==> config.mk <==
export PLATFORM = sky130hd
export DESIGN_NAME = vga_top
export DESIGN_NICKNAME = d
export VERILOG_FILES = /design/src/hw/vga_pkg.sv /design/src/hw/vga_ifs.sv /design/src/hw/vga_timing.sv /design/src/hw/pixel_source.sv /design/src/hw/video_out.sv /design/src/hw/vga_top.sv
export VERILOG_INCLUDE_DIRS = /design/src /design/src/include
export SDC_FILE = /design/constraint.sdc
export NUM_CORES = 1
export LEC_CHECK = 0
export ABC_AREA = 1
export BUFFER_PORTS_ARGS = -buffer_cell sky130_fd_sc_hd__buf_2
export CORE_ASPECT_RATIO = 1.2
export CORE_MARGIN = 5
export CORE_UTILIZATION = 54
export CTS_BUF_LIST = sky130_fd_sc_hd__clkbuf_4
export CTS_CLUSTER_DIAMETER = 60
export DETAILED_ROUTE_END_ITERATION = 12
export HOLD_SLACK_MARGIN = 0.15
export PLACE_DENSITY_LB_ADDON = 0.2
export RECOVER_POWER = 100
export SETUP_SLACK_MARGIN = 0.02
export SYNTH_ARGS = -nofsm -noshare
export SYNTH_HDL_FRONTEND = slang
export SYNTH_SLANG_ARGS = --single-unit
==> constraint.sdc <==
create_clock -name clk -period 4.1 [get_ports clk]
set_input_delay 0 -clock clk [delete_from_list [all_inputs] [get_ports clk]]
set_output_delay 0 -clock clk [all_outputs]
set_load 0.005 [all_outputs]
==> src/include/vga_config.svh <==
`ifndef VGA_CONFIG_SVH
`define VGA_CONFIG_SVH

// 640 x 480 at 60 Hz, 25 MHz pixel clock
// horizontal phase lengths in pixel clocks
`define VGA_H_ACTIVE 10'd640
`define VGA_H_FRONT  10'd16
`define VGA_H_PULSE  10'd96
`define VGA_H_BACK   10'd48

// vertical phase lengths in lines
`define VGA_V_ACTIVE 10'd480
`define VGA_V_FRONT  10'd10
`define VGA_V_PULSE  10'd2
`define VGA_V_BACK   10'd33

// pixel buffer between source and scan-out
`define VGA_FIFO_DEPTH 8

// credit counter, wide enough to hold a full FIFO
`define VGA_CREDIT_W 4

`endif

==> src/hw/vga_pkg.sv <==
`default_nettype none

package vga_pkg;

    // RRR GGG BB
    typedef struct packed {
        logic [2:0] red;
        logic [2:0] green;
        logic [1:0] blue;
    } rgb332_t;

    // same byte read either as colour or as grey level
    typedef union packed {
        rgb332_t    rgb;
        logic [7:0] gray;
    } pixel_u;

    // phase order matters, the machines step through it in sequence
    typedef enum logic [1:0] {
        ph_active = 2'd0,
        ph_front  = 2'd1,
        ph_pulse  = 2'd2,
        ph_back   = 2'd3
    } phase_t;

endpackage

`default_nettype wire

==> src/hw/vga_ifs.sv <==
`timescale 1ns/10ps
`default_nettype none

// scan position and syncs from the timing generator
interface vga_timing_if;

    logic       hsync;       // low during horizontal pulse
    logic       vsync;       // low during vertical pulse
    logic       active;
    logic [9:0] x;
    logic [9:0] y;
    logic       frame_start; // first cycle of vertical pulse

    modport drive (output hsync, vsync, active, x, y, frame_start);
    modport sink  (input  hsync, vsync, active, x, y, frame_start);

endinterface

// pixel stream under credit flow control
interface pix_credit_if;

    import vga_pkg::*;

    logic   valid;
    pixel_u pixel;
    logic   sof;    // pixel (0,0)
    logic   credit; // one slot freed in the sink

    modport source (
        output valid, pixel, sof,
        input  credit
    );

    modport sink (
        input  valid, pixel, sof,
        output credit
    );

endinterface

`default_nettype wire

==> src/hw/vga_timing.sv <==
`timescale 1ns/10ps
`default_nettype none
`include "vga_config.svh"

module vga_timing (
    input  logic        clk,
    input  logic        rst,
    vga_timing_if.drive tim
);

    import vga_pkg::*;

    phase_t     h_phase, v_phase;
    logic [9:0] h_cnt, v_cnt;    // position inside the current phase
    logic [9:0] h_last, v_last;
    logic       line_end;

    function automatic phase_t next_phase(input phase_t ph);
        case (ph)
            ph_active: return ph_front;
            ph_front:  return ph_pulse;
            ph_pulse:  return ph_back;
            default:   return ph_active;
        endcase
    endfunction

    // last count of each phase
    always_comb begin
        case (h_phase)
            ph_active: h_last = `VGA_H_ACTIVE - 10'd1;
            ph_front:  h_last = `VGA_H_FRONT - 10'd1;
            ph_pulse:  h_last = `VGA_H_PULSE - 10'd1;
            default:   h_last = `VGA_H_BACK - 10'd1;
        endcase
        case (v_phase)
            ph_active: v_last = `VGA_V_ACTIVE - 10'd1;
            ph_front:  v_last = `VGA_V_FRONT - 10'd1;
            ph_pulse:  v_last = `VGA_V_PULSE - 10'd1;
            default:   v_last = `VGA_V_BACK - 10'd1;
        endcase
    end

    assign line_end = (h_phase == ph_back) && (h_cnt == h_last);

    // start on the last cycle of back porch so the source gets a head start
    always_ff @(posedge clk or posedge rst) begin
        if (rst) begin
            h_phase <= ph_back;
            h_cnt   <= `VGA_H_BACK - 10'd1;
            v_phase <= ph_back;
            v_cnt   <= `VGA_V_BACK - 10'd1;
        end else begin
            if (h_cnt == h_last) begin
                h_cnt   <= 10'd0;
                h_phase <= next_phase(h_phase);
            end else begin
                h_cnt <= h_cnt + 10'd1;
            end

            // vertical machine steps once per line
            if (line_end) begin
                if (v_cnt == v_last) begin
                    v_cnt   <= 10'd0;
                    v_phase <= next_phase(v_phase);
                end else begin
                    v_cnt <= v_cnt + 10'd1;
                end
            end
        end
    end

    always_ff @(posedge clk or posedge rst) begin
        if (rst) begin
            tim.hsync       <= 1'b1;
            tim.vsync       <= 1'b1;
            tim.active      <= 1'b0;
            tim.x           <= 10'd0;
            tim.y           <= 10'd0;
            tim.frame_start <= 1'b0;
        end else begin
            tim.hsync  <= (h_phase != ph_pulse);
            tim.vsync  <= (v_phase != ph_pulse);
            tim.active <= (h_phase == ph_active) && (v_phase == ph_active);
            tim.x      <= (h_phase == ph_active) ? h_cnt : 10'd0;
            tim.y      <= (v_phase == ph_active) ? v_cnt : 10'd0;
            // vertical pulse always begins with the first pixel slot of a line
            tim.frame_start <= (v_phase == ph_pulse) && (v_cnt == 10'd0) &&
                               (h_phase == ph_active) && (h_cnt == 10'd0);
        end
    end

endmodule

`default_nettype wire

==> src/hw/pixel_source.sv <==
`timescale 1ns/10ps
`default_nettype none
`include "vga_config.svh"

module pixel_source (
    input  logic         clk,
    input  logic         rst,
    pix_credit_if.source pix
);

    logic [9:0]               px, py;  // raster position of the next pixel
    logic [`VGA_CREDIT_W-1:0] credits;
    logic                     send;

    assign send = (credits != '0);

    always_ff @(posedge clk or posedge rst) begin
        if (rst) begin
            px        <= 10'd0;
            py        <= 10'd0;
            credits   <= `VGA_CREDIT_W'(`VGA_FIFO_DEPTH); // sink FIFO empty
            pix.valid <= 1'b0;
        end else begin
            pix.valid <= send;
            // spend and return may land in the same cycle
            credits <= credits - `VGA_CREDIT_W'(send) + `VGA_CREDIT_W'(pix.credit);

            if (send) begin
                if (px == `VGA_H_ACTIVE - 10'd1) begin
                    px <= 10'd0;
                    if (py == `VGA_V_ACTIVE - 10'd1) begin
                        py <= 10'd0; // wrap to next frame
                    end else begin
                        py <= py + 10'd1;
                    end
                end else begin
                    px <= px + 10'd1;
                end
            end
        end
    end

    // pattern payload, qualified by valid
    always_ff @(posedge clk) begin
        if (send) begin
            pix.pixel <= px[7:0] ^ py[7:0];
            pix.sof   <= (px == 10'd0) && (py == 10'd0);
        end
    end

endmodule

`default_nettype wire

==> src/hw/video_out.sv <==
`timescale 1ns/10ps
`default_nettype none
`include "vga_config.svh"

module video_out (
    input  logic        clk,
    input  logic        rst,
    input  logic [7:0]  key,
    input  logic        gray_mode,
    vga_timing_if.sink  tim,
    pix_credit_if.sink  pix,
    output logic        hsync,
    output logic        vsync,
    output logic        blank,
    output logic [7:0]  red,
    output logic [7:0]  green,
    output logic [7:0]  blue,
    output logic        sync_error
);

    import vga_pkg::*;

    localparam int unsigned addr_w = $clog2(`VGA_FIFO_DEPTH);

    logic [8:0]               mem [`VGA_FIFO_DEPTH]; // {sof, pixel}
    logic [addr_w-1:0]        wr_ptr, rd_ptr;
    logic [`VGA_CREDIT_W-1:0] count;
    logic                     push, pop, empty;
    logic                     head_sof;
    pixel_u                   head_pix;
    pixel_u                   word;
    logic [7:0]               frame_key;
    logic                     frame_gray;
    logic                     at_origin;
    logic                     bad;
    logic [7:0]               red_d, green_d, blue_d;

    assign push  = pix.valid;  // never refused, credits guarantee space
    assign empty = (count == '0);
    assign pop   = tim.active && !empty;
    assign pix.credit = pop;

    assign {head_sof, head_pix} = mem[rd_ptr];
    assign word = head_pix ^ frame_key;

    assign at_origin = (tim.x == 10'd0) && (tim.y == 10'd0);
    // starved scan or source out of step with the raster
    assign bad = tim.active && (empty || (head_sof != at_origin));

    always_ff @(posedge clk) begin
        if (push) begin
            mem[wr_ptr] <= {pix.sof, pix.pixel};
        end
    end

    always_ff @(posedge clk or posedge rst) begin
        if (rst) begin
            wr_ptr <= '0;
            rd_ptr <= '0;
            count  <= '0;
        end else begin
            if (push) begin
                wr_ptr <= wr_ptr + 1'b1; // depth is a power of two
            end
            if (pop) begin
                rd_ptr <= rd_ptr + 1'b1;
            end
            count <= count + `VGA_CREDIT_W'(push) - `VGA_CREDIT_W'(pop);
        end
    end

    // key and mode hold for a whole frame
    always_ff @(posedge clk or posedge rst) begin
        if (rst) begin
            frame_key  <= 8'd0;
            frame_gray <= 1'b0;
        end else if (tim.frame_start) begin
            frame_key  <= key;
            frame_gray <= gray_mode;
        end
    end

    always_comb begin
        if (frame_gray) begin
            red_d   = word.gray;
            green_d = word.gray;
            blue_d  = word.gray;
        end else begin
            // repeat field bits from the top to fill 8 bits
            red_d   = {word.rgb.red, word.rgb.red, word.rgb.red[2:1]};
            green_d = {word.rgb.green, word.rgb.green, word.rgb.green[2:1]};
            blue_d  = {4{word.rgb.blue}};
        end
    end

    always_ff @(posedge clk or posedge rst) begin
        if (rst) begin
            hsync      <= 1'b1;
            vsync      <= 1'b1;
            blank      <= 1'b1;
            red        <= 8'd0;
            green      <= 8'd0;
            blue       <= 8'd0;
            sync_error <= 1'b0;
        end else begin
            hsync <= tim.hsync;  // one stage, matches the colour path
            vsync <= tim.vsync;
            blank <= !tim.active;
            if (tim.active && !bad) begin
                red   <= red_d;
                green <= green_d;
                blue  <= blue_d;
            end else begin
                red   <= 8'd0; // blanking or a bad pixel shows black
                green <= 8'd0;
                blue  <= 8'd0;
            end
            sync_error <= sync_error || bad; // sticky
        end
    end

endmodule

`default_nettype wire

==> src/hw/vga_top.sv <==
`timescale 1ns/10ps
`default_nettype none

module vga_top (
    input  logic       clk,
    input  logic       rst,
    input  logic [7:0] key,
    input  logic       gray_mode,
    output logic       hsync,
    output logic       vsync,
    output logic       blank,
    output logic [7:0] red,
    output logic [7:0] green,
    output logic [7:0] blue,
    output logic       sync_error
);

    vga_timing_if tim_if ();
    pix_credit_if pix_if ();

    vga_timing i_timing (
        .clk (clk),
        .rst (rst),
        .tim (tim_if.drive)
    );

    // runs ahead of the scan, limited only by credits
    pixel_source i_source (
        .clk (clk),
        .rst (rst),
        .pix (pix_if.source)
    );

    video_out i_out (
        .clk        (clk),
        .rst        (rst),
        .key        (key),
        .gray_mode  (gray_mode),
        .tim        (tim_if.sink),
        .pix        (pix_if.sink),
        .hsync      (hsync),
        .vsync      (vsync),
        .blank      (blank),
        .red        (red),
        .green      (green),
        .blue       (blue),
        .sync_error (sync_error)
    );

endmodule

`default_nettype wire

Word-level counts from Yosys, hierarchy flattened
Memories as Yosys holds them, arrays and structs flattened. Index checks and enable logic that the tools add are counted.

$add $sub $neg: 10. Eq/ne operators: 12. Multiplexer cells: 18. Bitwise logic cells: 2. Reductions and logical operators: 27.

Operators with widths (count): 10-bit logical NOT (6); 10-bit 2-to-1 mux (6); 10-bit by 1-bit adder with 10-bit output, second input constant (4); 8-bit 2-to-1 mux (5); 10-bit one-hot mux with 3 select lines (1); 9-bit one-hot mux with 3 select lines (1); 8-bit XOR (2); 2-bit one-hot mux with 3 select lines (2); 10-bit equality test (1); 10-bit equality test, second input constant (1); 10-bit by 9-bit equality test with 1-bit output (1); 10-bit by 9-bit equality test with 1-bit output, second input constant (1); 1-bit logical AND (10); 4-bit by 1-bit adder with 4-bit output (2); 4-bit by 1-bit subtractor with 4-bit output (2); 3-bit by 1-bit adder with 3-bit output, second input constant (2); 2-bit equality test, second input constant (3); 5-bit 2-to-1 mux (1); 2-bit by 1-bit equality test with 1-bit output, second input constant (2); 2-bit logical NOT (2); 4-bit logical NOT (1); 2-bit != test, second input constant (2); 2-bit AND reduction (2); 4-bit nonzero test (1); other kinds (4) (8).

Register bits after elaboration: 129. Bits in writable memories: 72. Word-level logic and storage cells: 98. Memories: 1.

Memories: i_out.mem (depth 8, bits a word 9, rd ports 1, clocked after memory_dff 0, wr ports 1, line video_out.sv:25) `` logic [8:0] mem [`VGA_FIFO_DEPTH]; ``.

Depth between registers and ports, before layout
Depth after elaboration: 8. Depth in mapped cells: 12. Gate-level depth less buffers: 12.

By module
Synthesis repeated with hierarchy kept, for this count alone.

Cells, all modules: 1040. Area total of the unflattened synthesis: 9584.2 um^2.

Modules (own cells, without submodules): video_out (times used 1, cells each 505, area an instance 5152.4 um^2, seq. area each 3342.0 um^2); vga_timing (times used 1, cells each 302, area an instance 2496.1 um^2, seq. area each 1216.2 um^2); pixel_source (times used 1, cells each 233, area an instance 1935.6 um^2, seq. area each 897.1 um^2).

Worst setup path before layout
No wires, ideal clock.

Path type: flip-flop to flip-flop. From: register i_timing.v_phase[1]. To: register i_timing.v_cnt[3]. Arrival: 1.925 ns. Data required time: 3.981 ns. Path slack: 2.056 ns. Cell stages (with the launch flop): 11. Buffers on the path: 0. Period minus slack after synthesis: 2.044 ns. Cell sequence: dfstp_2 -> inv_1 -> ha_1 -> ha_1 -> nor2_1 -> nand2_1 -> nor2_1 -> nand3b_4 -> inv_1 -> o21ai_0 -> and2_1.

Longest elaborated chain between the ends: 4. Elaborated cells between the ends (all ways): 6. Those cells by class: eq/ne (3); mux (2); reduce/logical (1).

Ends and longest elaborated chain: start, declared (line vga_timing.sv:13) `phase_t h_phase, v_phase;`; start signal, assigned (line vga_timing.sv:50) `v_phase <= ph_back;`; start signal, assigned (line vga_timing.sv:64) `v_phase <= next_phase(v_phase);`; 2-bit equality test (tied with other cells) (line vga_timing.sv:35) `case (v_phase)`; 9-bit one-hot mux with 3 select lines (*) (line vga_timing.sv:35); 10-bit by 9-bit equality test with 1-bit output (*) (line vga_timing.sv:62) `if (v_cnt == v_last) begin`; 10-bit 2-to-1 mux (*) (line vga_timing.sv:62); end signal, assigned (line vga_timing.sv:51) `` v_cnt <= `VGA_V_BACK - 10'd1; ``; end signal, assigned (line vga_timing.sv:66) `v_cnt <= v_cnt + 10'd1;`; end, declared (line vga_timing.sv:14) `logic [9:0] h_cnt, v_cnt;`.

Every way passes the cells marked *; elsewhere a longest branch is shown, timed or not. A chain may end at the register's enable or synchronous reset.

Final worst setup path
From: register i_source.credits[3]. To: register i_source.credits[2].

Longest elaborated chain between the ends: 3.

Ends and longest elaborated chain: start, declared (line pixel_source.sv:12) `` logic [`VGA_CREDIT_W-1:0] credits; ``; start signal, assigned (line pixel_source.sv:21) `` credits <= `VGA_CREDIT_W'(`VGA_FIFO_DEPTH); ``; start signal, assigned (line pixel_source.sv:26) `` credits <= credits - `VGA_CREDIT_W'(send) + `VGA_CREDIT_W'(pix.credit); ``; 4-bit nonzero test (line pixel_source.sv:15) `assign send = (credits != '0);`; 4-bit by 1-bit subtractor with 4-bit output (line pixel_source.sv:26); 4-bit by 1-bit adder with 4-bit output (line pixel_source.sv:26).

No other way between the ends.

==> results.md <==
Clocking:
- The buffer depth of the longest clock path is 3.
- The H-tree level count is 2.
- The number of buffers added by the clock tree synthesis step is 51.
- The tree is rooted in a clkbuf_4.
- At the later pin of the worst-skew pair, clock insertion delay measures ~0.63 ns.
- The CTS tree is yes.
- The clock transition at the register clock pins on the worst setup and hold paths after CTS is about 0.070 ns.
- The total number of clock tree sinks is 201.

Global routing:
- The largest net degree at the start of global routing is 49.
- Across every metal layer, demand over resource in global routing totals 19.66%.
- The total overflow left after global routing is 0.
- The via count of the first global-routing pass is 6,617.
- The initial antenna violation count is 1.
- The first global-routing pass estimated between 30,000 and 40,000 um of wire.

Critical path:
- The arrival time reported for the critical path endpoint is 3.52 ns.
- The maximum fanout count along the critical path is 23.
- The required time of the critical path is between 4 and 5 ns.
- The type of the worst setup path is reg -> reg.
- The slowest cell on the critical path is clkbuf_1.
- In this run the worst setup path begins at i_source.credits[3].
- In this run the critical register-to-register path is launched from i_source.credits[3].
- The maximum single-stage delay on the critical path is 0.74 ns.
- STA classifies the critical path endpoint as a flop.
- Together, buffers and inverters on the worst path number 5.
- STA classifies the critical path startpoint as a flop.
- Broken down by cell family, the worst path's largest delay share belongs to buffers and inverters.
- Among the stages of the critical path, the cell type that occurs most often is inv_1.
- Walking the worst path, the cells encountered are inv_1 > ha_1 > nand2_1 > clkbuf_1 > inv_1 > nor2_1 > inv_1 > nand2_1 > ha_1 > inv_1 > fa_1 > xnor2_1.

Placement:
- The total half-perimeter wirelength after legalization and detailed placement is 12,410 um.
- The number of I/O port buffers is 38.
- The final RePlAce weighted congestion is 0.8405.
- Summing all placed instances gives a cell area of just under 10,000 um2.

Floorplanning:
- The initial utilization of the core area, before any placement, comes to 54.47%.
- The vertical extent of the die is roughly 160 um.
- The die covers about 20,000 um2.
- The width of the chip is 130.9 um.
- For this design the top-level I/O count stands at 39.
- The floorplan step defined a core boundary enclosing 17,370 um2.
- The row count is 53.

Drt:
- In this run, the number of DRC markers left after iteration 0 of detailed routing was 350.
- For this run, the detailed router's first-pass iteration total came to 5.
- The final routed wire length divided by cell count is roughly 14 um.
- The count of vias placed by the detailed router is 6,558.
- The post-route DRC violation count is 0.
- For this block, the routed nets add up to 18,840 um of wire.
- The per-cell via count in the routed design is 4.987.
- Once detail routing completed, the nets flagged for antenna violations numbered 0.

Synth:
- The multiplexer share of the synthesized area is 0%.
- The mean instance size in the synthesized netlist is 9.767 um2.
- The synthesized netlist devotes 3.265% of its cell area to compound gates.
- The total of flip-flops plus latches after synthesis is 201.
- The count of warnings emitted by yosys is 0.
- Summed over all instances, the cell type with the most area after synthesis is dfrtp_1.
- The number of nets handed over by synthesis was slightly above 1k.
- The share of synthesized area in the top cell type comes to 27.50%.
- After technology mapping, the gate count stands at 969.
- After Yosys synthesis, and, or, nand and nor cells account for 22.85% of the synthesized area.
- The mapped cell area is 9464 um2.
- After Yosys synthesis, XOR and XNOR cells account for about 3.2% of the synthesized area.
- Sorting the synthesized cells by area gives the leading types as dfrtp_1 (27%), edfxtp_1 (26%), nand2_1 (9.0%).
- By count the netlist is led by nand2_1 (227), inv_1 (144), dfrtp_1 (104), nand3_1 (84), edfxtp_1 (81).
- The number of enable flip-flop cells after synthesis is 81.
- The share of synthesized flip-flops with an asynchronous set or reset is 59.70%.
- For this run, the register share of the synthesized area comes to 57.64%.
- The adder and majority cell fraction of the synthesized area is between 4 and 5%.
- The most used flip-flop cell after synthesis is dfrtp_1.
- The most common cell in the synthesized netlist is nand2_1.
- After synthesis, the largest family of logic cells by area is simple AND/OR/NAND/NOR gates.
- Counting distinct cell types in the post-synthesis netlist gives 43.

STA:
- The final hold violation count is 0.
- The smallest clock period supported by the final layout is computed as between 3 and 4 ns.
- The fmax is between 0.3 and 0.4 GHz.
- The worst-case headroom to the max-slew limit is 13.33%.
- The max-slew violation count is 0.
- After layout, the worst path uses 73.27% of the clock period.
- Setup repair after global routing left no endpoint under its margin.
- Setup violations remaining at the end of the flow were counted as 0.
- The actual slew at the worst max-slew pin is between 1 and 1.5 ns.
- Clock skew on the completed layout was measured at 0.02020 ns.
- The accumulated negative setup slack is 0 ns.

Final layout:
- The layout has ~1.5k filler cells.
- The multi-input combinational cells in the finished layout cover a total of 3115 um2.
- After routing the design area is 10,460 um2.
- The layout cell share with drive strength beyond 1 is 13.53%.
- In the final layout, flip-flops and latches occupy 5455 um2.
- The area growth from synthesis to layout is 10.51%.
- The number of nets at the end of the flow is around 1.1k.

Flow run:
- Across the run, the number of max-cap violations was 0.

Outcome:
- The flow ran to the end, and the final reports show no timing, DRC or antenna violations.

Pwr:
- The power density over cell area is 363.0 nW/um2.
- The reported leakage power is 4.902 nW.
- Across the VDD grid, the largest voltage drop is 0.1691 mV.

Min path:
- The min-delay analysis places its worst path in the category reg -> reg.
- The worst min-delay path startpoint is i_timing.tim.vsync.
area by class of cell:
type | instances | share of cell area [%]
clock buffers | 75 | 5.383
flip-flops and latches | 201 | 52.16
clock inverters | 15 | 0.8255
multi-input cells | 591 | 29.79
repair buffers | 62 | 3.768
well taps | 220 | 2.632
diodes | 1 | 0.02393
inverters | 150 | 5.419
repair_timing:
action,in CTS,in global routing
resized for setup,0,0
endpoints found under the hold margin,122,0
buffers inserted,0,0
hold buffers,20,0
worst reg2reg max path, cell delays in order (launching register included):
cell and delay [ns]:
dfstp_2 0.51, inv_1 0.03, ha_1 0.16, nand2_1 0.06
clkbuf_1 0.74, inv_1 0.22, nor2_1 0.25, inv_1 0.09
nand2_1 0.07, ha_1 0.17, inv_1 0.06, fa_1 0.39
xnor2_1 0.13
cell families (layout without fill, tap and decap cells):
kind of cell / Yosys count / after routing
compound gates: 58 / 58
xor+xnor: 35 / 35
fa+ha+maj: 33 / 33
buf+inv: 177 / 302
flops: 201 / 201
other cells: 0 / 1
simple gates: 465 / 465
routing by layer:
layer / GRT usage, % / up-vias / share of wire [%]
met4: 7.300 / 0 / 2.7
met3: 4.190 / 45 / 4.8
met2: 34.37 / 149 / 52
met1: 23.67 / 3056 / 40
li1: - / 3308 / -
met5: 0 / - / 0
registers in the layout, summed over array words and instances, names as in the netlist, 10 cells and up:
name and count:
i_source.px 10, i_timing.v_cnt 10, i_timing.tim.x 10, i_timing.tim.y 10
i_out.mem 72, i_source.py 10, i_timing.h_cnt 10
stage by stage:
stage | util (%) | instances | setup slack [ns] | total power, mW | hold slack [ns]
CTS | 60.86 | 1314 | 1.706 | 3.856 | 0.3570
global placement | 55.97 | 1204 | 1.823 | 2.151 | 0.01204
finish | 60.20 | 1315 | 1.096 | 3.797 | 0.3553
floorplan | - | 969 | 0.9407 | 2.138 | 0.1168
detailed placement | 55.97 | 1204 | 1.698 | 2.151 | 0.01402
global route | 60.20 | 1315 | 0.8100 | 3.987 | 0.3586
power by group:
part / leakage [nW] / internal (mW) / switching, mW / total, mW
combinational: 2.45 / 0.0165 / 0.0264 / 0.0429
clock: 0.391 / 0.899 / 0.774 / 1.67
sequential: 2.06 / 2.08 / 0 / 2.08
total: 4.90 / 3.00 / 0.800 / 3.80
cells in the final DEF (no fill, tap or decap), types with 15 or more instances in the layout:
cell type      count
nand3_1           88
dlygate4sd3_1     20
clkbuf_1          15
nand2_1          228
xor2_1            25
ha_1              31
clkbuf_4          75
nor3_1            19
o21ai_0           29
nand4_1           15
dfrtp_1          104
a21oi_1           26
inv_1            145
edfxtp_1          81
buf_2             24
nor2_1            83
worst paths after layout:
kind	depth (start not counted)	slack, ns	to
hold / removal	0	0.36	i_out.vsync
hold reg to reg	0	0.36	i_out.vsync
max in group asynchronous	5	1.64	i_source.py[0]
setup / recovery	12	1.10	i_source.credits[2]
setup reg to reg	12	1.10	i_source.credits[2]
min in group asynchronous	4	0.77	i_timing.v_cnt[0]
Power figures use the tool's default switching activity.
